### config.mk
export PLATFORM = sky130hd
export DESIGN_NAME = pipe_out_stage
export DESIGN_NICKNAME = d
export VERILOG_FILES = /design/src/trig_pipe_pkg.sv /design/src/pipe_out_stage.sv
export SDC_FILE = /design/constraint.sdc
export NUM_CORES = 1
export LEC_CHECK = 0
export BUFFER_PORTS_ARGS = -buffer_cell sky130_fd_sc_hd__buf_4
export CORE_ASPECT_RATIO = 0.5
export CORE_UTILIZATION = 45
export CTS_CLUSTER_DIAMETER = 100
export DETAILED_ROUTE_END_ITERATION = 8
export PLACE_DENSITY = 0.84
export SYNTH_ARGS = -nofsm -noshare
export SYNTH_HDL_FRONTEND = slang
export SYNTH_SLANG_ARGS = --single-unit
### constraint.sdc
create_clock -name CLK160 -period 3 [get_ports CLK160]
set_clock_uncertainty 0.2 [all_clocks]
set_input_delay 0.15 -clock CLK160 [delete_from_list [all_inputs] [get_ports CLK160]]
set_output_delay 0.15 -clock CLK160 [all_outputs]
set_load 0.1 [all_outputs]
### src/trig_pipe_pkg.sv
`default_nettype none

package trig_pipe_pkg;

	////////////////////////////////////////////////////////////
	// Widths
	////////////////////////////////////////////////////////////

	localparam int DATA_W    = 32;                // One sample word
	localparam int DEPTH_W   = 9;                 // Depth, pointers, count
	localparam int BUF_WORDS = 2 ** DEPTH_W;      // Circular buffer size

	typedef logic [DATA_W-1:0]  sample_t;         // Detector sample word
	typedef logic [DEPTH_W-1:0] depth_t;          // Depth or pointer value

	////////////////////////////////////////////////////////////
	// Start sequence
	////////////////////////////////////////////////////////////

	typedef enum logic [1:0] {
		PS_IDLE  = 2'd0,                          // Waiting for first restart
		PS_RESET = 2'd1,                          // One cycle pipeline reset
		PS_FILL  = 2'd2,                          // Writing, no reads yet
		PS_RUN   = 2'd3                           // Write and read every cycle
	} pipe_state_e;

	// Decode stage outputs, one set per segment
	typedef struct packed {
		logic pipe_reset;                         // Clear pointers and count
		logic wena;                               // Buffer write enable
		logic rena;                               // Buffer read enable
	} pipe_ctl_t;

	// Test pulse controls, shared by all segments
	typedef struct packed {
		logic sel_tpls;                           // Replace bit 0 of din
		logic inj_pulse;                          // Value put into bit 0
	} tp_ctl_t;

endpackage

`default_nettype wire
### src/pipe_out_stage.sv
`timescale 1ns/1ns
`default_nettype none

module pipe_out_stage (
	input  wire                         CLK160,
	input  wire                         trst,
	input  wire trig_pipe_pkg::pipe_ctl_t ctl,
	input  wire trig_pipe_pkg::sample_t   rd_data,
	output trig_pipe_pkg::sample_t        pip_out,
	output logic                        out_valid,
	output trig_pipe_pkg::depth_t         occupancy
);

	import trig_pipe_pkg::*;

	logic rd_valid;                       // rd_data holds a fresh word

	////////////////////////////////////////////////////////////
	// Output register
	////////////////////////////////////////////////////////////

	always_ff @(posedge CLK160 or posedge trst) begin
		if (trst) begin
			rd_valid  <= 1'b0;
			out_valid <= 1'b0;
			pip_out   <= '0;
		end else if (ctl.pipe_reset) begin
			rd_valid  <= 1'b0;                  // Drop stream on restart
			out_valid <= 1'b0;
			pip_out   <= '0;
		end else begin
			rd_valid  <= ctl.rena;              // Matches buffer read latency
			out_valid <= rd_valid;
			if (rd_valid)
				pip_out <= rd_data;             // Hold last word otherwise
		end
	end

	////////////////////////////////////////////////////////////
	// Occupancy
	////////////////////////////////////////////////////////////

	always_ff @(posedge CLK160 or posedge trst) begin
		if (trst)
			occupancy <= '0;
		else if (ctl.pipe_reset)
			occupancy <= '0;
		else begin
			case ({ctl.rena, ctl.wena})
				2'b01:   occupancy <= occupancy + depth_t'(1);   // Fill
				2'b10:   occupancy <= occupancy - depth_t'(1);   // Drain
				default: occupancy <= occupancy;                 // Run or idle
			endcase
		end
	end

endmodule

`default_nettype wire

==> Yosys cells after proc, flatten, opt, wreduce, memory -nomap -nowiden <==
Cells that the tools add are included.
{ "op_classes": {"n_addsub": 2, "n_eq_ne": 2, "mux": 6, "n_reduce_logical": 2} }
{ "op_table": {"columns": ["operator", "n"], "rows": [
  ["2-to-1 mux 32 bit", 2],
  ["one-hot mux 9 bit (2 select lines)", 1],
  ["adder 9 x 1 -> 9 bit, second input constant", 1],
  ["2-to-1 mux 9 bit", 1],
  ["subtractor 9 x 1 -> 9 bit, second input constant", 1],
  ["nonzero test 3 bit", 1],
  ["equality test 2 x 1 -> 1 bit, second input constant", 1],
  ["equality test 2 bit, second input constant", 1],
  ["2-to-1 mux 1 bit", 2],
  ["nonzero test 2 bit", 1]
]} }
{ "word_totals": {"regBits": 43, "out_inout_bits": 42} }

==> Longest topological paths before layout <==
{ "logic_depth": {"ltp_word": 3, "mapped_depth": 9, "depth_no_buf": 8} }

==> Worst setup path after synthesis <==
No wires, ideal clock.
{ "synth_timing": {"path_kind": "reg-to-reg", "startpoint": "register occupancy[1]", "endpoint": "register occupancy[8]", "t_arrival_ns": 2.329, "path_slack_ns": 0.342, "path_stages_with_launch": 9, "synth_period_minus_slack_ns": 2.658, "path_cell_list": "dfrtp_1 > buf_6 > xnor2_1 > ha_1 > or3_1 > a21oi_1 > nor4_1 > a211oi_1 > o22ai_1"} }
{ "synth_between": {"elab_chain_len": 3, "elab_cells_between_ends": 4, "cone_classes": "add/sub: 2; mux: 2"} }
{ "synth_lines": {"columns": ["element", "line_no", "text"], "rows": [
  ["from (decl)", "pipe_out_stage.sv:11", "output trig_pipe_pkg::depth_t occupancy"],
  ["from (signal assigned)", "pipe_out_stage.sv:50", "2'b01: occupancy <= occupancy + depth_t'(1);"],
  ["from (signal assigned)", "pipe_out_stage.sv:51", "2'b10: occupancy <= occupancy - depth_t'(1);"],
  ["from (signal assigned)", "pipe_out_stage.sv:52", "default: occupancy <= occupancy;"],
  ["subtractor 9 x 1 -> 9 bit / adder 9 x 1 -> 9 bit (equally long branches)", "pipe_out_stage.sv:51, pipe_out_stage.sv:50", null],
  ["one-hot mux 9 bit (2 select lines) *", "pipe_out_stage.sv:49", "case ({ctl.rena, ctl.wena})"],
  ["2-to-1 mux 9 bit *", "pipe_out_stage.sv:46", "else if (ctl.pipe_reset)"]
]} }
Mark *: on every way between the ends. The rest lies on a longest branch, timed or not.
A chain may end at the register's enable or synchronous reset.

==> Worst setup path after layout <==
{ "layout_timing": {"startpoint": "input port ctl[0] in the netlist's numbering", "endpoint": "register occupancy[7]"} }
{ "layout_between": {"elab_chain_len": 3, "elab_cells_between_ends": 5, "cone_classes": "eq/ne: 2; mux: 2; reduce/logical: 1"} }
{ "layout_lines": {"columns": ["element", "line_no", "text"], "rows": [
  ["from (decl)", "pipe_out_stage.sv:7", "input wire trig_pipe_pkg::pipe_ctl_t ctl,"],
  ["equality test 2 bit / equality test 2 x 1 -> 1 bit (equally long branches)", "pipe_out_stage.sv:49", null],
  ["one-hot mux 9 bit (2 select lines)", "pipe_out_stage.sv:49", null],
  ["2-to-1 mux 9 bit", "pipe_out_stage.sv:46", null]
]} }
Several ways; a longest one is shown, not always the timed one.

==> out/qor.csv <==
metric;value;unit
worst_setup_path_start_kind;input port;
outcome;completed;
whs_endpoint;occupancy[4];
grtUsageTotal;0.234;
flow.area_growth_from_synthesis;47.3;%
ioPinCount;79;
max-cap-violations;0;
worst-endpoint-arrival;2.45;ns
clock_insertion_delay_worst_skew;0.28;ns
core_area;0.00449;mm²
rsz0062_at_grt;false;
leakagePower;1.54;nW
post-dp-hpwl;3.58;mm
place_congestion;0.798;
seq_area;0.00108;mm²
synth.yosys.seq_area_share;0.499;
hold_viol;0;
netSwitchingFraction;0.409;
path_max_fanout;13;
antennaDiodeCount;0;
ctsLongestPathBuffers;2;
postRouteWirelength;5.66;mm
pwr_density_cell;516;mW/mm²
layout_commonest_cell;sky130_fd_sc_hd__buf_4;
postCtsSetupRepairBufs;0;
proportion_of_layout_cells_with_a_drive_suffix_above_1;0.288;
filler_cell_count;310;
syn_avg_cell_area;10.3;µm²
ys_ff_latch;43;
nNetsFinal;355;
combPwrFrac;0.374;
sequentialPowerShare;0.411;
final.min_clock_period;2.48;ns
synth.net_count;250;
yosys.area.top_type;sky130_fd_sc_hd__dfrtp_1;
reg2reg_to;occupancy[8];
die_height;50.9;µm
achievable-frequency;0.404;GHz
initialDrtViolationCount;115;
clock_pin_slew_on_the_worst_setup_and_hold_paths;0.08;ns
hold_buffers;34;
postRouteAntennaNets;0;
crit_type;input port to flip-flop;
r2r_start;occupancy[1];
clock-root-buffer;sky130_fd_sc_hd__clkbuf_8;
synth_top_area_frac;0.499;
viasPerCell;5.05;
numClockSinks;43;
fp-row-count;17;
overflow;0;
netlist-cell-type-count;39;
tritoncts_clock_tree;done;
peakVddDrop;0.000495;V
numCtsBuffers;5;
worst-endpoint-required;2.97;ns
timing.reg2reg.worst_path_depth;7;
cellInternalPower;0.000968;W
rrSetupSlack;0.71;ns
floorplan.initialDensity;0.480;
tightestPinTransition;0.945;ns
drt-pass1-iter-count;4;
slew_violations;0;
layout.cells.most_common_list;79 x sky130_fd_sc_hd__buf_4, 46 x sky130_fd_sc_hd__nor2_1, 42 x sky130_fd_sc_hd__dfrtp_1;
synth_edf_count;0;
netlist_area;0.00215;mm²
setup_viol;0;
drc;0;
post_synth_inst_count;210;
chipWidth;99.9;µm
cts-resized-gates;0;
proportion_of_power_drawn_by_the_clock_network;0.215;
synth_top_flop_cell;sky130_fd_sc_hd__dfrtp_1;
input_output_buffers;78;
antenna_violations_before_repair;0;
total_negative_setup_slacks;0;ns
multi_input_comb_area;973;µm²
worstHoldStart;ctl[2];
cts-htree-levels;2;
hold_path_depth;2;
synth_area_leaders;sky130_fd_sc_hd__dfrtp_1 50%, sky130_fd_sc_hd__mux2i_1 16%, sky130_fd_sc_hd__nor2_1 8.0%;
fp.dieArea;0.00509;mm²
yosysWarningCount;0;
detailroute.via_count;1928;
layout.core_utilization;0.707;
finalCritPeriodShare;0.826;
timing.slew.headroom;0.370;
final_hold_slack;0.108;ns
grt_max_degree;49;
first_global_vias;1858;
routedWlPerCell;14.8;µm
worst_setup_path_end_kind;flip-flop;
async_reset_ff_frac;1.00;
hold_class;input port to flip-flop;
grt_pass1_wl;9.00;mm
netSwitchingPower;0.000670;W
[registers in the layout, summed over array words and instances, names as in the netlist]
name / flops
out_valid: 1
pip_out: 32
rd_valid: 1
occupancy: 9
[power groups by stage]
stage	clock [W]	combinational, W	sequential (W)
global placement	0	0.000566	0.000679
CTS	0.000367	0.000610	0.000671
finish	0.000352	0.000613	0.000673
floorplan	0	0.000184	0.000935
global route	0.000389	0.000643	0.000679
detailed placement	0	0.000574	0.000681
[worst max-delay path by stage]
stage / startpoint / end / depth (start not counted)
6_report: ctl[0] / occupancy[7] / 10
5_1_grt: ctl[0] / occupancy[7] / 10
4_1_cts: ctl[0] / occupancy[7] / 10
3_5_place_dp: occupancy[1] / occupancy[8] / 7
3_3_place_gp: occupancy[1] / occupancy[8] / 7
2_1_floorplan: occupancy[1] / occupancy[8] / 8
[metrics by stage]
step           total power (W)  instance area, µm²  instances  setup WS (ns)
2_1_floorplan          0.00112                2150        210          0.342
3_3_place_gp           0.00124                2750        340          0.847
3_5_place_dp           0.00126                2750        340          0.747
4_1_cts                0.00165                3170        382          0.553
5_1_grt                0.00171                3170        382          0.437
6_report               0.00164                3170        382          0.523
[logic make-up (layout without fill, tap and decap cells)]
family / Yosys count / in the layout / synth area share
XOR/XNOR: 6 / 6 / 0.0244
flip-flops: 43 / 43 / 0.499
AO/OA/AOI/OAI: 23 / 23 / 0.0813
buffers and inverters: 21 / 127 / 0.0488
multiplexers: 34 / 34 / 0.158
AND/OR/NAND/NOR: 80 / 80 / 0.171
adder cells (fa/ha/maj): 3 / 3 / 0.0174
[cells in the mapped netlist, drive strengths merged (5+ instances only)]
master	count
buf	8
clkbuf	7
dfrtp	43
inv	6
mux2i	34
nand2	7
nor2	46
nor3	5
[routing by layer]
| metal | vias to the layer above | GRT usage | share of wire |
|---|---|---|---|
| li1 | 934 | - | - |
| met1 | 932 | 0.283 | 0.42 |
| met2 | 53 | 0.425 | 0.52 |
| met3 | 9 | 0.0561 | 0.041 |
| met4 | 0 | 0.0564 | 0.015 |
| met5 | - | 0 | 0 |
[layout make-up]
class	instances	area share
inverters	6	0.00710
clock buffers	6	0.0229
well taps	66	0.0260
repair buffers	113	0.294
multi-input cells	146	0.307
flip-flops and latches	43	0.339
clock inverters	2	0.00394
[critical path, cell delays in order]
cell and delay [ns]:
sky130_fd_sc_hd__dlygate4sd3_1 0.54, sky130_fd_sc_hd__buf_4 0.15, sky130_fd_sc_hd__nand2b_4 0.15, sky130_fd_sc_hd__inv_2 0.14, sky130_fd_sc_hd__ha_1 0.40, sky130_fd_sc_hd__inv_1 0.11
sky130_fd_sc_hd__o31a_1 0.32, sky130_fd_sc_hd__nand3_1 0.09, sky130_fd_sc_hd__mux2i_1 0.07, sky130_fd_sc_hd__a311o_1 0.32
(Power assumes the default switching activity.)
