===== config.mk =====
export PLATFORM = sky130hd
export DESIGN_NAME = pipe_start_fsm
export DESIGN_NICKNAME = d
export VERILOG_FILES = /design/src/trig_pipe_pkg.sv /design/src/pipe_start_fsm.sv
export SDC_FILE = /design/constraint.sdc
export NUM_CORES = 1
export LEC_CHECK = 0
export BUFFER_PORTS_ARGS = -buffer_cell sky130_fd_sc_hd__buf_2
export CAP_MARGIN = 10
export CORE_UTILIZATION = 40
export DETAILED_ROUTE_END_ITERATION = 6
export SLEW_MARGIN = 20
export SYNTH_ARGS = -nofsm -noshare
export SYNTH_HDL_FRONTEND = slang
export SYNTH_SLANG_ARGS = --single-unit

===== constraint.sdc =====
create_clock -name CLK160 -period 4.7 [get_ports CLK160]
set_input_delay 0.94 -clock CLK160 [delete_from_list [all_inputs] [get_ports CLK160]]
set_output_delay 0.94 -clock CLK160 [all_outputs]
set_load 0.01 [all_outputs]

===== src/trig_pipe_pkg.sv =====
`default_nettype none

package trig_pipe_pkg;

	////////////////////////////////////////////////////////////
	// Widths
	////////////////////////////////////////////////////////////

	localparam int DATA_W    = 32;                // One sample word
	localparam int DEPTH_W   = 9;                 // Depth, pointers, count
	localparam int BUF_WORDS = 2 ** DEPTH_W;      // Circular buffer size

	typedef logic [DATA_W-1:0]  sample_t;         // Detector sample word
	typedef logic [DEPTH_W-1:0] depth_t;          // Depth or pointer value

	////////////////////////////////////////////////////////////
	// Start sequence
	////////////////////////////////////////////////////////////

	typedef enum logic [1:0] {
		PS_IDLE  = 2'd0,                          // Waiting for first restart
		PS_RESET = 2'd1,                          // One cycle pipeline reset
		PS_FILL  = 2'd2,                          // Writing, no reads yet
		PS_RUN   = 2'd3                           // Write and read every cycle
	} pipe_state_e;

	// Decode stage outputs, one set per segment
	typedef struct packed {
		logic pipe_reset;                         // Clear pointers and count
		logic wena;                               // Buffer write enable
		logic rena;                               // Buffer read enable
	} pipe_ctl_t;

	// Test pulse controls, shared by all segments
	typedef struct packed {
		logic sel_tpls;                           // Replace bit 0 of din
		logic inj_pulse;                          // Value put into bit 0
	} tp_ctl_t;

endpackage

`default_nettype wire

===== src/pipe_start_fsm.sv =====
`timescale 1ns/1ns
`default_nettype none

module pipe_start_fsm (
	input  wire                       CLK160,
	input  wire                       trst,
	input  wire logic                 restart,
	input  wire trig_pipe_pkg::depth_t pdepth,
	output trig_pipe_pkg::pipe_ctl_t  ctl
);

	import trig_pipe_pkg::*;

	pipe_state_e state;                   // Sequence state
	depth_t      depth_q;                 // Depth taken at restart
	depth_t      fill_cnt;                // Fill cycles already done
	logic        restart_q;               // Restart sampled at the edge
	logic        restart_d;               // Previous sample
	logic        start;                   // Rising edge of restart

	////////////////////////////////////////////////////////////
	// Restart sampling
	////////////////////////////////////////////////////////////

	// Long restart levels start the sequence only once
	assign start = restart_q & ~restart_d;

	always_ff @(posedge CLK160 or posedge trst) begin
		if (trst) begin
			restart_q <= 1'b0;
			restart_d <= 1'b0;
		end else begin
			restart_q <= restart;               // Sample point
			restart_d <= restart_q;             // Edge detect
		end
	end

	////////////////////////////////////////////////////////////
	// Sequencer
	////////////////////////////////////////////////////////////

	always_ff @(posedge CLK160 or posedge trst) begin
		if (trst) begin
			state    <= PS_IDLE;
			depth_q  <= '0;
			fill_cnt <= '0;
		end else if (start) begin
			state   <= PS_RESET;                // Restart from any state
			depth_q <= pdepth;                  // Latency fixed until next restart
		end else begin
			case (state)
				PS_RESET: begin
					state    <= PS_FILL;
					fill_cnt <= '0;
				end
				PS_FILL: begin
					if (fill_cnt == depth_q - depth_t'(1))
						state <= PS_RUN;            // depth_q writes done
					else
						fill_cnt <= fill_cnt + depth_t'(1);
				end
				default: state <= state;        // Idle and run hold
			endcase
		end
	end

	// Moore decode of the control set
	always_comb begin
		ctl = '0;
		case (state)
			PS_RESET: ctl.pipe_reset = 1'b1;
			PS_FILL:  ctl.wena       = 1'b1;
			PS_RUN: begin
				ctl.wena = 1'b1;
				ctl.rena = 1'b1;                  // Reads trail writes by depth_q
			end
			default:  ctl = '0;
		endcase
	end

endmodule

`default_nettype wire


* After elaboration in Yosys (flattened, before gate mapping) *
Cells that the tools add are included.
Widths: inputs -> output; s select.

cells by class
  add/sub/neg operators = 2
  equal/unequal tests = 6
  muxes and demuxes = 8
  bitwise gates (word level) = 3
  reductions and logical operators = 5

operator list
  cell                 count
  $pmux 9 s2           1
  $add 9x1->9 const B  1
  $eq 9x9->1           1
  $mux 9               1
  $sub 9x1->9 const B  1
  $eq 2x2->1 const B   2
  $mux 2               2
  $pmux 2 s2           1
  $mux 1               3
  $ne 3x3->1 const B   1
  $reduce_and 3->1     1
  $reduce_bool 3->1    1
  $eq 2x1->1 const B   1
  $ne 2x2->1 const B   1
  $not 1->1            2
  $reduce_and 2->1     1
  $reduce_bool 2->1    1
  $reduce_or 2->1      1
  $and 1x1->1          1

word-level totals
  register bits after elaboration = 22
  bits of input ports = 12
  output and inout port bits = 3
  word-level logic and storage cells = 29

* Depth between registers and ports, before layout *
Gate-level depths: netlist (run 1).

  word-level depth = 5
  depth in mapped cells = 10
  mapped depth without buffers = 9

* Least setup slack after synthesis (run 1) *
No wires, ideal clock.

  kind = reg-to-reg
  start point = register depth_q[0]
  end point = register fill_cnt[7]
  library setup time = 0.119 ns
  arrival = 2.010 ns
  data required time = 4.581 ns
  setup slack = 2.570 ns
  cell stages (with the launch flop) = 11
  path buffers = 1
  clock period less this slack = 2.130 ns
  cell sequence = dfrtp_1 > inv_1 > ha_1 > nor2b_1 > and3_1 > o21a_1 > o31a_2 > o21ai_2 > buf_6 > mux2i_1 > nand2_1

between the ends
  word-level cells in the longest chain between the ends = 4

ends and longest elaborated chain
  item                        RTL line              RTL
  start, declared             pipe_start_fsm.sv:15  depth_t depth_q;
  start signal, assigned      pipe_start_fsm.sv:49  depth_q <= pdepth;
  $sub 9x1->9                 pipe_start_fsm.sv:57  if (fill_cnt == depth_q - depth_t'(1))
  $eq 9x9->1                  pipe_start_fsm.sv:57
  $ne 2x2->1 (no line)        --
  $reduce_and 3->1 (no line)  --
  end signal, assigned        pipe_start_fsm.sv:60  fill_cnt <= fill_cnt + depth_t'(1);
  end, declared               pipe_start_fsm.sv:16  depth_t fill_cnt;

No other way between the ends.
A chain may end at the register's enable or synchronous reset.

* Final worst setup path (run 1) *
  start point = register depth_q[0]
  end point = register fill_cnt[4]

The elaborated chain is that of the path after synthesis.

==> results of run 1 <==
==> path summary, 6_finish.rpt <==
check / from / to / slack (ps) / depth (start not counted)
max: depth_q[0]$_DFFE_PP0P_ / fill_cnt[4]$_DFFE_PP0P_ / 2220 / 9
min: restart_q$_DFF_PP0_ / restart_d$_DFF_PP0_ / 390 / 0
max reg2reg: depth_q[0]$_DFFE_PP0P_ / fill_cnt[4]$_DFFE_PP0P_ / 2220 / 9
min reg2reg: restart_q$_DFF_PP0_ / restart_d$_DFF_PP0_ / 390 / 0
max in group asynchronous: trst / fill_cnt[7]$_DFFE_PP0P_ / 3400 / 2
min in group asynchronous: trst / depth_q[4]$_DFFE_PP0P_ / 780 / 2
==> critical path, cell delays in order, from the launching register on <==
cell,delay (ps)
sky130_fd_sc_hd__dfrtp_1,430
sky130_fd_sc_hd__inv_1,70
sky130_fd_sc_hd__ha_1,260
sky130_fd_sc_hd__o21ba_1,190
sky130_fd_sc_hd__a221oi_1,300
sky130_fd_sc_hd__o211ai_1,190
sky130_fd_sc_hd__a31o_1,240
sky130_fd_sc_hd__o21ai_2,370
sky130_fd_sc_hd__nor4_1,100
sky130_fd_sc_hd__a211o_1,240
==> cells in the mapped netlist, types with 2 or more instances <==
cell type | number | area, sq um
sky130_fd_sc_hd__nor3_1 | 3 | 15.01
sky130_fd_sc_hd__a31oi_1 | 2 | 12.51
sky130_fd_sc_hd__o31ai_1 | 3 | 22.52
sky130_fd_sc_hd__inv_1 | 6 | 22.52
sky130_fd_sc_hd__xnor2_1 | 5 | 43.79
sky130_fd_sc_hd__nand2_1 | 9 | 33.78
sky130_fd_sc_hd__ha_1 | 5 | 62.56
sky130_fd_sc_hd__a21oi_1 | 3 | 15.01
sky130_fd_sc_hd__dfrtp_1 | 22 | 550.5
sky130_fd_sc_hd__o21ai_0 | 4 | 20.02
sky130_fd_sc_hd__o21ai_1 | 8 | 40.04
sky130_fd_sc_hd__nand3_1 | 9 | 45.04
sky130_fd_sc_hd__xor2_1 | 3 | 26.28
sky130_fd_sc_hd__and3_1 | 4 | 25.02
sky130_fd_sc_hd__nor2b_1 | 3 | 18.77
sky130_fd_sc_hd__nor2_1 | 8 | 30.03
sky130_fd_sc_hd__mux2_2 | 7 | 78.83
==> metal layers <==
metal	part of all wire	vias to the layer above	global-route usage	wire length, um
met1	0.49	484	0.2273	1192
li1	-	495	-	-
met4	0.0087	0	0.03061	21
met3	0.047	6	0.04615	115
met5	0	-	0	0
met2	0.45	29	0.2447	1096
==> logic make-up after synthesis <==
family | count (synthesis)
AOI/OAI and AO/OA | 31
xor gates and xnor gates | 8
adders and majority gates | 5
buffers and inverters | 9
DFF | 22
muxes | 8
and+or+nand+nor | 45
==> final cells by class <==
| class | instances | area (sq um) |
|---|---|---|
| flip-flops and latches | 22 | 550.5 |
| inverters | 6 | 22.52 |
| well taps | 44 | 55.05 |
| multi-input cells | 97 | 674.4 |
| clock buffers | 4 | 36.28 |
| repair buffers | 15 | 77.57 |
| fillers | 306 | 1612 |
==> report_power, final <==
part	switching, mW	internal [mW]
registers	0.0322	0.215
logic	0.115	0.0821
clock network	0.0575	0.0473
==> state kept, by name, summed over array words and instances (netlist names) <==
register and count:
fill_cnt 9, restart_d 1, depth_q 9, state 2, restart_q 1
==> impl_metrics.prom, run 1 <==
# TYPE chip_impl_metric gauge
chip_impl_metric{name="netlist_area",unit="sq um"} 1267
chip_impl_metric{name="peak_vdd_ir",unit="V"} 0.0002224
chip_impl_metric{name="post_synthesis_xor_xnor_area_fraction",unit=""} 0.05528
chip_impl_metric{name="syn-num-nets",unit=""} 145
chip_impl_metric{name="yosys.area_share.simple",unit=""} 0.1945
chip_impl_info{name="clock_tree.root_cell",value="sky130_fd_sc_hd__clkbuf_4"} 1
chip_impl_metric{name="cts_post_setup_buffers_inserted",unit=""} 0
chip_impl_info{name="worstSetupPathType",value="register to register"} 1
chip_impl_metric{name="timing_worst_slew_pin_value",unit="ps"} 844.6
chip_impl_metric{name="numPortBuffers",unit=""} 14
chip_impl_metric{name="finalCoreUtilization",unit=""} 0.4678
chip_impl_metric{name="ys_async_sr_fraction",unit=""} 1.000
chip_impl_metric{name="totalNegativeSetupSlack",unit="ps"} 0
chip_impl_metric{name="final_min_period_over_clock_period",unit=""} 0.5281
chip_impl_metric{name="post_synth_inst_count",unit=""} 128
chip_impl_metric{name="drt_iter0_drc",unit=""} 30
chip_impl_metric{name="cp_data_required_time",unit="ps"} 4910
chip_impl_info{name="layout.cells.most_common",value="sky130_fd_sc_hd__dfrtp_1"} 1
chip_impl_metric{name="max_clock_freq",unit="MHz"} 402.9
chip_impl_metric{name="postCtsHoldBufs",unit=""} 0
chip_impl_metric{name="critPathArrivalTime",unit="ps"} 2690
chip_impl_metric{name="synth_edf_count",unit=""} 0
chip_impl_metric{name="numPlacedInstances",unit=""} 184
chip_impl_metric{name="yosysWarnings",unit=""} 0
chip_impl_metric{name="drc",unit=""} 0
chip_impl_metric{name="detailedRoute.firstPassIterationCount",unit=""} 4
chip_impl_metric{name="total_clock_sinks",unit=""} 22
chip_impl_metric{name="synth_adder_area_share",unit=""} 0.04936
chip_impl_metric{name="grt_start_max_net_pins",unit=""} 23
chip_impl_metric{name="insertion_delay",unit="ps"} 310
chip_impl_info{name="hp-class",value="register to register"} 1
chip_impl_metric{name="nets",unit=""} 162
chip_impl_metric{name="floorplan.initialDensity",unit=""} 0.4186
chip_impl_metric{name="fp-row-count",unit=""} 20
chip_impl_metric{name="first_global_vias",unit=""} 899
chip_impl_metric{name="p_leak",unit="nW"} 0.6243
chip_impl_metric{name="global_route_wire_length_before_repair",unit="mm"} 4.091
chip_impl_info{name="setup_crit_start_kind",value="register"} 1
chip_impl_metric{name="power_density",unit="nW/um^2"} 387.7
chip_impl_metric{name="synthDistinctLibCells",unit=""} 41
chip_impl_metric{name="totalPowerFinal",unit="mW"} 0.5492
chip_impl_metric{name="vias",unit=""} 1014
chip_impl_metric{name="dpl_worst_slack",unit="ps"} 2219
chip_impl_metric{name="post_cts_resized",unit=""} 0
chip_impl_metric{name="skew",unit="ps"} 8.700
chip_impl_metric{name="die_height",unit="um"} 58.29
chip_impl_metric{name="postRouteAntennaNets",unit=""} 0
chip_impl_info{name="timing.critical_path.to_type",value="register"} 1
chip_impl_metric{name="post_dp_cell_area",unit="sq um"} 1380
chip_impl_info{name="run_status",value="complete, no violations"} 1
chip_impl_info{name="synth_top_family_by_area",value="simple AND/OR/NAND/NOR gates"} 1
chip_impl_info{name="final_cell_mix",value="22 x sky130_fd_sc_hd__dfrtp_1, 14 x sky130_fd_sc_hd__buf_2, 9 x sky130_fd_sc_hd__nand3_1, 9 x sky130_fd_sc_hd__nand2_1"} 1
chip_impl_metric{name="routed_wire_length_per_instance",unit="um"} 12.90
chip_impl_metric{name="hold_violations",unit=""} 0
chip_impl_metric{name="die_x",unit="um"} 58.29
chip_impl_metric{name="final_cell_area",unit="sq um"} 1416
chip_impl_metric{name="slew-limit-headroom",unit=""} 0.4363
chip_impl_metric{name="finalWorstPathRequiredPeriod",unit="ps"} 2482
chip_impl_metric{name="die_area",unit="sq um"} 3398
chip_impl_info{name="synthFlopType",value="sky130_fd_sc_hd__dfrtp_1"} 1
chip_impl_metric{name="crit_path_max_fo",unit=""} 11
chip_impl_metric{name="setup_viol",unit=""} 0
chip_impl_metric{name="grt_usage",unit=""} 0.1595
chip_impl_metric{name="drt_wl_total",unit="mm"} 2.426
chip_impl_metric{name="routability_congestion",unit=""} 0.7931
chip_impl_metric{name="num_io_pins",unit=""} 15
chip_impl_metric{name="area.growth.synth_to_final",unit="%"} 11.75
chip_impl_metric{name="worst_setup_hold_path_clk_slew",unit="ps"} 130
chip_impl_metric{name="initial_antenna_violation_count",unit=""} 0
chip_impl_metric{name="numCtsBuffers",unit=""} 3
chip_impl_metric{name="final_critical_path_setup_slack",unit="ps"} 2218
chip_impl_metric{name="count_of_maximum_capacitance_violations",unit=""} 0
chip_impl_metric{name="cts.htree.levels",unit=""} 1
chip_impl_metric{name="whs",unit="ps"} 392.1
chip_impl_metric{name="synth_mux_area_frac",unit=""} 0.07009
chip_impl_metric{name="n_antenna_cell",unit=""} 0
chip_impl_metric{name="sequential_area_share_after_synthesis",unit=""} 0.4344
chip_impl_metric{name="slew_viol_final",unit=""} 0
chip_impl_metric{name="globalRoute.totalOverflow",unit=""} 0
chip_impl_info{name="tritoncts",value="built"} 1
chip_impl_info{name="grt_setup_unrepaired",value="no"} 1
chip_impl_metric{name="post_synth.cell_area_avg",unit="sq um"} 9.902
chip_impl_metric{name="finalNonFillerCells",unit=""} 188
chip_impl_metric{name="routed_via_density",unit=""} 5.394
chip_impl_metric{name="core",unit="sq um"} 3028
chip_impl_metric{name="cts-root-to-sink-buffers",unit=""} 2
chip_impl_metric{name="ys_ff_latch",unit=""} 22
chip_impl_metric{name="layout-drive-gt1-share",unit=""} 0.2153
chip_impl_metric{name="post-dp-hpwl",unit="mm"} 1.775
chip_impl_metric{name="synth_compound_area_frac",unit=""} 0.1629
Power figures use the tool's default switching activity.
==> inputs of run 2 (changes only) <==
clock period = 2.4 ns   (was 4.7 ns; I/O delays follow)
==> impl_metrics.prom, run 2 (synthesized netlist as in run 1, its figures left out) <==
# TYPE chip_impl_metric gauge
chip_impl_metric{name="worst_setup_hold_path_clk_slew",unit="ps"} 120
chip_impl_metric{name="n_antenna_cell",unit=""} 0
chip_impl_info{name="critPathSlowestCell",value="sky130_fd_sc_hd__dfrtp_1"} 1
chip_impl_metric{name="hold_violations",unit=""} 0
chip_impl_metric{name="skew",unit="ps"} 3.613
chip_impl_metric{name="nets",unit=""} 168
chip_impl_metric{name="cp_data_required_time",unit="ps"} 2600
chip_impl_metric{name="global_route_wire_length_before_repair",unit="mm"} 4.305
chip_impl_metric{name="final_cell_area",unit="sq um"} 1493
chip_impl_metric{name="area.growth.synth_to_final",unit="%"} 17.77
chip_impl_metric{name="grt_start_max_net_pins",unit=""} 23
chip_impl_metric{name="layout-drive-gt1-share",unit=""} 0.2733
chip_impl_info{name="worstSetupPathType",value="register to register"} 1
chip_impl_metric{name="total_clock_sinks",unit=""} 22
chip_impl_metric{name="critPathArrivalTime",unit="ps"} 2490
chip_impl_metric{name="crit_path_max_incr_delay",unit="ps"} 390
chip_impl_metric{name="slew_viol_final",unit=""} 0
chip_impl_metric{name="drt_wl_total",unit="mm"} 2.611
chip_impl_metric{name="drt_iter0_drc",unit=""} 35
chip_impl_metric{name="max_clock_freq",unit="MHz"} 436.6
chip_impl_metric{name="die_area",unit="sq um"} 3398
chip_impl_info{name="setup_crit_start_kind",value="register"} 1
chip_impl_info{name="layout.cells.most_common",value="sky130_fd_sc_hd__dfrtp_1"} 1
chip_impl_metric{name="die_height",unit="um"} 58.29
chip_impl_metric{name="drc",unit=""} 0
chip_impl_info{name="hp-class",value="primary input to register"} 1
chip_impl_metric{name="first_global_vias",unit=""} 975
chip_impl_metric{name="routed_via_density",unit=""} 5.397
chip_impl_metric{name="numCtsBuffers",unit=""} 3
chip_impl_info{name="timing.critical_path.to_type",value="register"} 1
chip_impl_metric{name="routability_congestion",unit=""} 0.8113
chip_impl_metric{name="floorplan.initialDensity",unit=""} 0.4186
chip_impl_metric{name="p_leak",unit="nW"} 0.6601
chip_impl_metric{name="grt_usage",unit=""} 0.1660
chip_impl_metric{name="core",unit="sq um"} 3028
chip_impl_metric{name="detailedRoute.firstPassIterationCount",unit=""} 4
chip_impl_metric{name="count_of_maximum_capacitance_violations",unit=""} 0
chip_impl_info{name="final_cell_mix",value="21 x sky130_fd_sc_hd__dfrtp_1, 14 x sky130_fd_sc_hd__buf_2, 9 x sky130_fd_sc_hd__nand3_1, 9 x sky130_fd_sc_hd__nand2_1"} 1
chip_impl_metric{name="cts-root-to-sink-buffers",unit=""} 2
chip_impl_metric{name="setup_viol",unit=""} 0
chip_impl_metric{name="num_io_pins",unit=""} 15
chip_impl_metric{name="numPlacedInstances",unit=""} 186
chip_impl_metric{name="crit_path_max_fo",unit=""} 6
chip_impl_metric{name="insertion_delay",unit="ps"} 310
chip_impl_metric{name="power_density",unit="nW/um^2"} 773.6
chip_impl_metric{name="fp-row-count",unit=""} 20
chip_impl_metric{name="cts.htree.levels",unit=""} 1
chip_impl_metric{name="post-dp-hpwl",unit="mm"} 1.938
chip_impl_metric{name="final_min_period_over_clock_period",unit=""} 0.9544
chip_impl_metric{name="post_dp_cell_area",unit="sq um"} 1395
chip_impl_metric{name="routed_wire_length_per_instance",unit="um"} 13.46
chip_impl_metric{name="vias",unit=""} 1047
chip_impl_info{name="run_status",value="complete, no violations"} 1
chip_impl_info{name="largest_registers",value="depth_q: 9 flops, fill_cnt: 9 flops, state: 2 flops"} 1
chip_impl_info{name="tritoncts",value="built"} 1
chip_impl_metric{name="die_x",unit="um"} 58.29
chip_impl_metric{name="globalRoute.totalOverflow",unit=""} 0
chip_impl_metric{name="number_of_fillers_in_the_final_layout",unit=""} 291
chip_impl_metric{name="slew-limit-headroom",unit=""} 0.4344
chip_impl_metric{name="totalNegativeSetupSlack",unit="ps"} 0
chip_impl_metric{name="timing_worst_slew_pin_value",unit="ps"} 847.4
chip_impl_metric{name="postRouteAntennaNets",unit=""} 0
chip_impl_metric{name="numPortBuffers",unit=""} 14
chip_impl_metric{name="whs",unit="ps"} 270.1
chip_impl_metric{name="finalNonFillerCells",unit=""} 194
chip_impl_metric{name="finalWorstPathRequiredPeriod",unit="ps"} 2291
chip_impl_metric{name="initial_antenna_violation_count",unit=""} 0
chip_impl_metric{name="peak_vdd_ir",unit="V"} 0.0003961
chip_impl_info{name="cp_cell_sequence",value="inv_1, ha_2, nor2b_1, and3_1, o21a_1, o31a_2, a311o_1, nand3_4, o31ai_1"} 1
chip_impl_info{name="clock_tree.root_cell",value="sky130_fd_sc_hd__clkbuf_4"} 1
==> run 2: final timing paths <==
| kind | start | endpoint | slack (ps) | cells past startpoint |
|---|---|---|---|---|
| max | depth_q[0]$_DFFE_PP0P_ | fill_cnt[3]$_DFFE_PP0P_ | 110 | 9 |
| min | restart | restart_q$_DFF_PP0_ | 270 | 1 |
| max reg2reg | depth_q[0]$_DFFE_PP0P_ | fill_cnt[3]$_DFFE_PP0P_ | 110 | 9 |
| min reg2reg | restart_q$_DFF_PP0_ | restart_d$_DFF_PP0_ | 390 | 0 |
| max in group asynchronous | trst | depth_q[2]$_DFFE_PP0P_ | 1500 | 2 |
| min in group asynchronous | trst | state[1]$_DFFE_PP0P_ | 320 | 2 |
==> run 2: worst max-delay path: cells and delay by family (launching register included) <==
kind	cells	cell delay, ps
AOI/OAI and AO/OA	4	1020
adders and majority gates	1	220
buffers and inverters	1	70
DFF	1	390
and+or+nand+nor	3	490
==> run 2: what timing repair did <==
item	in CTS	in global routing
endpoints found under the setup margin	0	10
hold buffers	0	0
resized for setup	0	6
endpoints found under the hold margin	0	0
buffers inserted	0	4
==> run 2: per-layer routing <==
| layer | GRT usage | wire [um] | vias to the layer above |
|---|---|---|---|
| li1 | - | - | 509 |
| met1 | 0.2264 | 1206 | 509 |
| met2 | 0.2660 | 1272 | 24 |
| met3 | 0.03077 | 102 | 5 |
| met4 | 0.05782 | 29 | 0 |
| met5 | 0 | 0 | - |
==> run 2: layout make-up <==
cell class | count | area, sq um | share of cell area
Inverter | 6 | 22.52 | 0.01509
Multi-Input combinational cell | 97 | 704.4 | 0.4719
Timing Repair Buffer | 21 | 122.6 | 0.08215
Sequential cell | 22 | 551.8 | 0.3697
Clock buffer | 4 | 36.28 | 0.02431
Tap cell | 44 | 55.05 | 0.03688
==> run 2: power by group <==
part / internal, mW / switching [mW]
clock network: 0.0927 / 0.111
registers: 0.421 / 0.0633
logic: 0.208 / 0.259
==> run 2: through the flow <==
stage	util	setup slack, ps	power (mW)
finish	0.4930	109.4	1.155
global route	0.4930	-6.322	1.241
CTS	0.4727	8.244	1.123
detailed placement	0.4607	63.51	0.9173
global placement	0.4607	126.2	0.9088
floorplan	-	270.3	0.8019
==> inputs of run 3 (changes only) <==
PLACE_DENSITY = 0.55   (was not set)
==> impl_metrics.prom, run 3 (synthesized netlist as in run 1, its figures left out) <==
# TYPE chip_impl_metric gauge
chip_impl_metric{name="p_leak",unit="nW"} 0.6471
chip_impl_metric{name="first_global_vias",unit=""} 941
chip_impl_metric{name="area.growth.synth_to_final",unit="%"} 15.60
chip_impl_metric{name="vias",unit=""} 1019
chip_impl_metric{name="detailedRoute.firstPassIterationCount",unit=""} 4
chip_impl_metric{name="power_density",unit="nW/um^2"} 758.6
chip_impl_info{name="layout.cells.most_common",value="sky130_fd_sc_hd__dfrtp_1"} 1
chip_impl_metric{name="finalWorstPathRequiredPeriod",unit="ps"} 2277
chip_impl_info{name="timing.critical_path.to_type",value="register"} 1
chip_impl_metric{name="globalRoute.totalOverflow",unit=""} 0
chip_impl_metric{name="totalNegativeSetupSlack",unit="ps"} 0
chip_impl_info{name="setup_crit_start_kind",value="register"} 1
chip_impl_metric{name="timing.hold.worst_path_depth",unit=""} 1
chip_impl_info{name="hp-class",value="primary input to register"} 1
chip_impl_info{name="grt_setup_unrepaired",value="no"} 1
chip_impl_info{name="worstSetupPathType",value="register to register"} 1
chip_impl_metric{name="cts.htree.levels",unit=""} 1
chip_impl_metric{name="routed_wire_length_per_instance",unit="um"} 13.84
chip_impl_metric{name="drc",unit=""} 0
chip_impl_metric{name="count_of_maximum_capacitance_violations",unit=""} 0
chip_impl_metric{name="max_clock_freq",unit="MHz"} 439.3
chip_impl_metric{name="drt_wl_total",unit="mm"} 2.658
chip_impl_metric{name="grt_util_met1",unit=""} 0.2247
chip_impl_info{name="worst_hold_startpoint",value="restart"} 1
chip_impl_metric{name="drt_iter0_drc",unit=""} 41
chip_impl_metric{name="die_x",unit="um"} 58.29
chip_impl_metric{name="worst_setup_hold_path_clk_slew",unit="ps"} 110
chip_impl_metric{name="layout-drive-gt1-share",unit=""} 0.2500
chip_impl_metric{name="final_min_period_over_clock_period",unit=""} 0.9486
chip_impl_metric{name="fp-row-count",unit=""} 20
chip_impl_metric{name="core",unit="sq um"} 3028
chip_impl_metric{name="grt_start_max_net_pins",unit=""} 23
chip_impl_metric{name="r2r_cells",unit=""} 9
chip_impl_metric{name="setup_viol",unit=""} 0
chip_impl_metric{name="numCtsBuffers",unit=""} 3
chip_impl_info{name="largest_registers",value="depth_q: 9 flops, fill_cnt: 9 flops, state: 2 flops"} 1
chip_impl_info{name="rr_startpoint",value="depth_q[0]$_DFFE_PP0P_"} 1
chip_impl_metric{name="timing_worst_slew_pin_value",unit="ps"} 849.7
chip_impl_metric{name="die_height",unit="um"} 58.29
chip_impl_info{name="clock_tree.root_cell",value="sky130_fd_sc_hd__clkbuf_4"} 1
chip_impl_info{name="run_status",value="complete, no violations"} 1
chip_impl_metric{name="finalNonFillerCells",unit=""} 192
chip_impl_metric{name="reg2reg_slack",unit="ps"} 120
chip_impl_metric{name="grtUsageMet2",unit=""} 0.2660
chip_impl_metric{name="cts-root-to-sink-buffers",unit=""} 2
chip_impl_metric{name="slew-limit-headroom",unit=""} 0.4329
chip_impl_metric{name="post-dp-hpwl",unit="mm"} 1.933
chip_impl_metric{name="critPathArrivalTime",unit="ps"} 2470
chip_impl_info{name="grt_most_used_layer",value="met2"} 1
chip_impl_metric{name="insertion_delay",unit="ps"} 300
chip_impl_metric{name="crit_path_max_fo",unit=""} 6
chip_impl_metric{name="numPlacedInstances",unit=""} 186
chip_impl_metric{name="nets",unit=""} 167
chip_impl_info{name="tritoncts",value="built"} 1
chip_impl_info{name="critical_path.reg2reg.endpoint",value="fill_cnt[3]$_DFFE_PP0P_"} 1
chip_impl_metric{name="initial_antenna_violation_count",unit=""} 0
chip_impl_metric{name="global_route_wire_length_before_repair",unit="mm"} 4.250
chip_impl_metric{name="peak_vdd_ir",unit="V"} 0.0004119
chip_impl_metric{name="routed_via_density",unit=""} 5.307
chip_impl_metric{name="total_clock_sinks",unit=""} 22
chip_impl_metric{name="skew",unit="ps"} 1.024
chip_impl_metric{name="floorplan.initialDensity",unit=""} 0.4186
chip_impl_metric{name="numPortBuffers",unit=""} 14
chip_impl_info{name="worst_hold_path.endpoint",value="restart_q$_DFF_PP0_"} 1
chip_impl_metric{name="slew_viol_final",unit=""} 0
chip_impl_metric{name="postRouteAntennaNets",unit=""} 0
chip_impl_info{name="final_cell_mix",value="22 x sky130_fd_sc_hd__dfrtp_1, 14 x sky130_fd_sc_hd__buf_2, 9 x sky130_fd_sc_hd__nand3_1, 9 x sky130_fd_sc_hd__nand2_1"} 1
chip_impl_metric{name="cp_data_required_time",unit="ps"} 2600
chip_impl_metric{name="n_antenna_cell",unit=""} 0
chip_impl_metric{name="whs",unit="ps"} 272.9
chip_impl_metric{name="routability_congestion",unit=""} 0.8040
chip_impl_metric{name="grt_usage",unit=""} 0.1678
chip_impl_metric{name="die_area",unit="sq um"} 3398
chip_impl_metric{name="hold_violations",unit=""} 0
chip_impl_metric{name="num_io_pins",unit=""} 15
chip_impl_metric{name="grt_met3_use",unit=""} 0.02637
-- run 3: cell types whose count changed in the layout (fill, tap and decap cells not counted), sizes merged --
cell and change:
buf -1, clkbuf -1
-- run 3: final cells by class --
type	count	area, sq um
sequential	22	550.5
clock buffer	3	22.52
multi-input combinational	97	699.4
tap	44	55.05
timing repair buffer	20	115.1
fill	298	1563
inverter	6	22.52
-- run 3: worst max-delay path by stage --
stage,startpoint,to,slack (ps),cells after the start
2_1_floorplan,depth_q[0]$_DFFE_PP0P_,fill_cnt[7]$_DFFE_PP0P_,270,10
3_3_place_gp,depth_q[0]$_DFFE_PP0P_,fill_cnt[5]$_DFFE_PP0P_,140,10
3_5_place_dp,depth_q[0]$_DFFE_PP0P_,fill_cnt[6]$_DFFE_PP0P_,20,9
4_1_cts,depth_q[0]$_DFFE_PP0P_,fill_cnt[6]$_DFFE_PP0P_,10,9
5_1_grt,depth_q[0]$_DFFE_PP0P_,fill_cnt[3]$_DFFE_PP0P_,0.03,9
6_report,depth_q[0]$_DFFE_PP0P_,fill_cnt[3]$_DFFE_PP0P_,120,9
-- run 3: metal layers --
layer,vias to the layer above,part of all wire
li1,503,-
met1,485,0.49
met2,24,0.46
met3,7,0.029
met4,0,0.019
met5,-,0
-- run 3: what timing repair did --
item                       in CTS  in global routing
buffers inserted                0                  3
setup endpoints to repair       1                  9
hold buffers                    0                  0
gates resized for setup         1                  3
pin swaps                       0                  4
-- run 3: per-stage QoR --
stage               area [sq um]  power [mW]  utilization  worst slack (ps)
floorplan                   1267      0.8019            -             270.3
global placement            1395      0.9134       0.4607             140.8
detailed placement          1395      0.9197       0.4607             24.49
CTS                         1425       1.091       0.4707             14.47
global route                1465       1.186       0.4839           0.02820
finish                      1465       1.112       0.4839             123.4
-- run 3: worst max-delay path, cell delays in order (launching register included) --
cell and delay, ps:
sky130_fd_sc_hd__dfrtp_1 390, sky130_fd_sc_hd__inv_1 60, sky130_fd_sc_hd__ha_2 210, sky130_fd_sc_hd__nor2b_1 140, sky130_fd_sc_hd__and3_1 210, sky130_fd_sc_hd__o21a_1 190, sky130_fd_sc_hd__o31a_2 360, sky130_fd_sc_hd__a311o_1 380
sky130_fd_sc_hd__nand3_4 130, sky130_fd_sc_hd__o31ai_1 90
-- run 3: power breakdown --
| group | internal [mW] | switching (mW) |
|---|---|---|
| Sequential | 0.421 | 0.0637 |
| Clock | 0.0586 | 0.108 |
| Combinational | 0.202 | 0.258 |
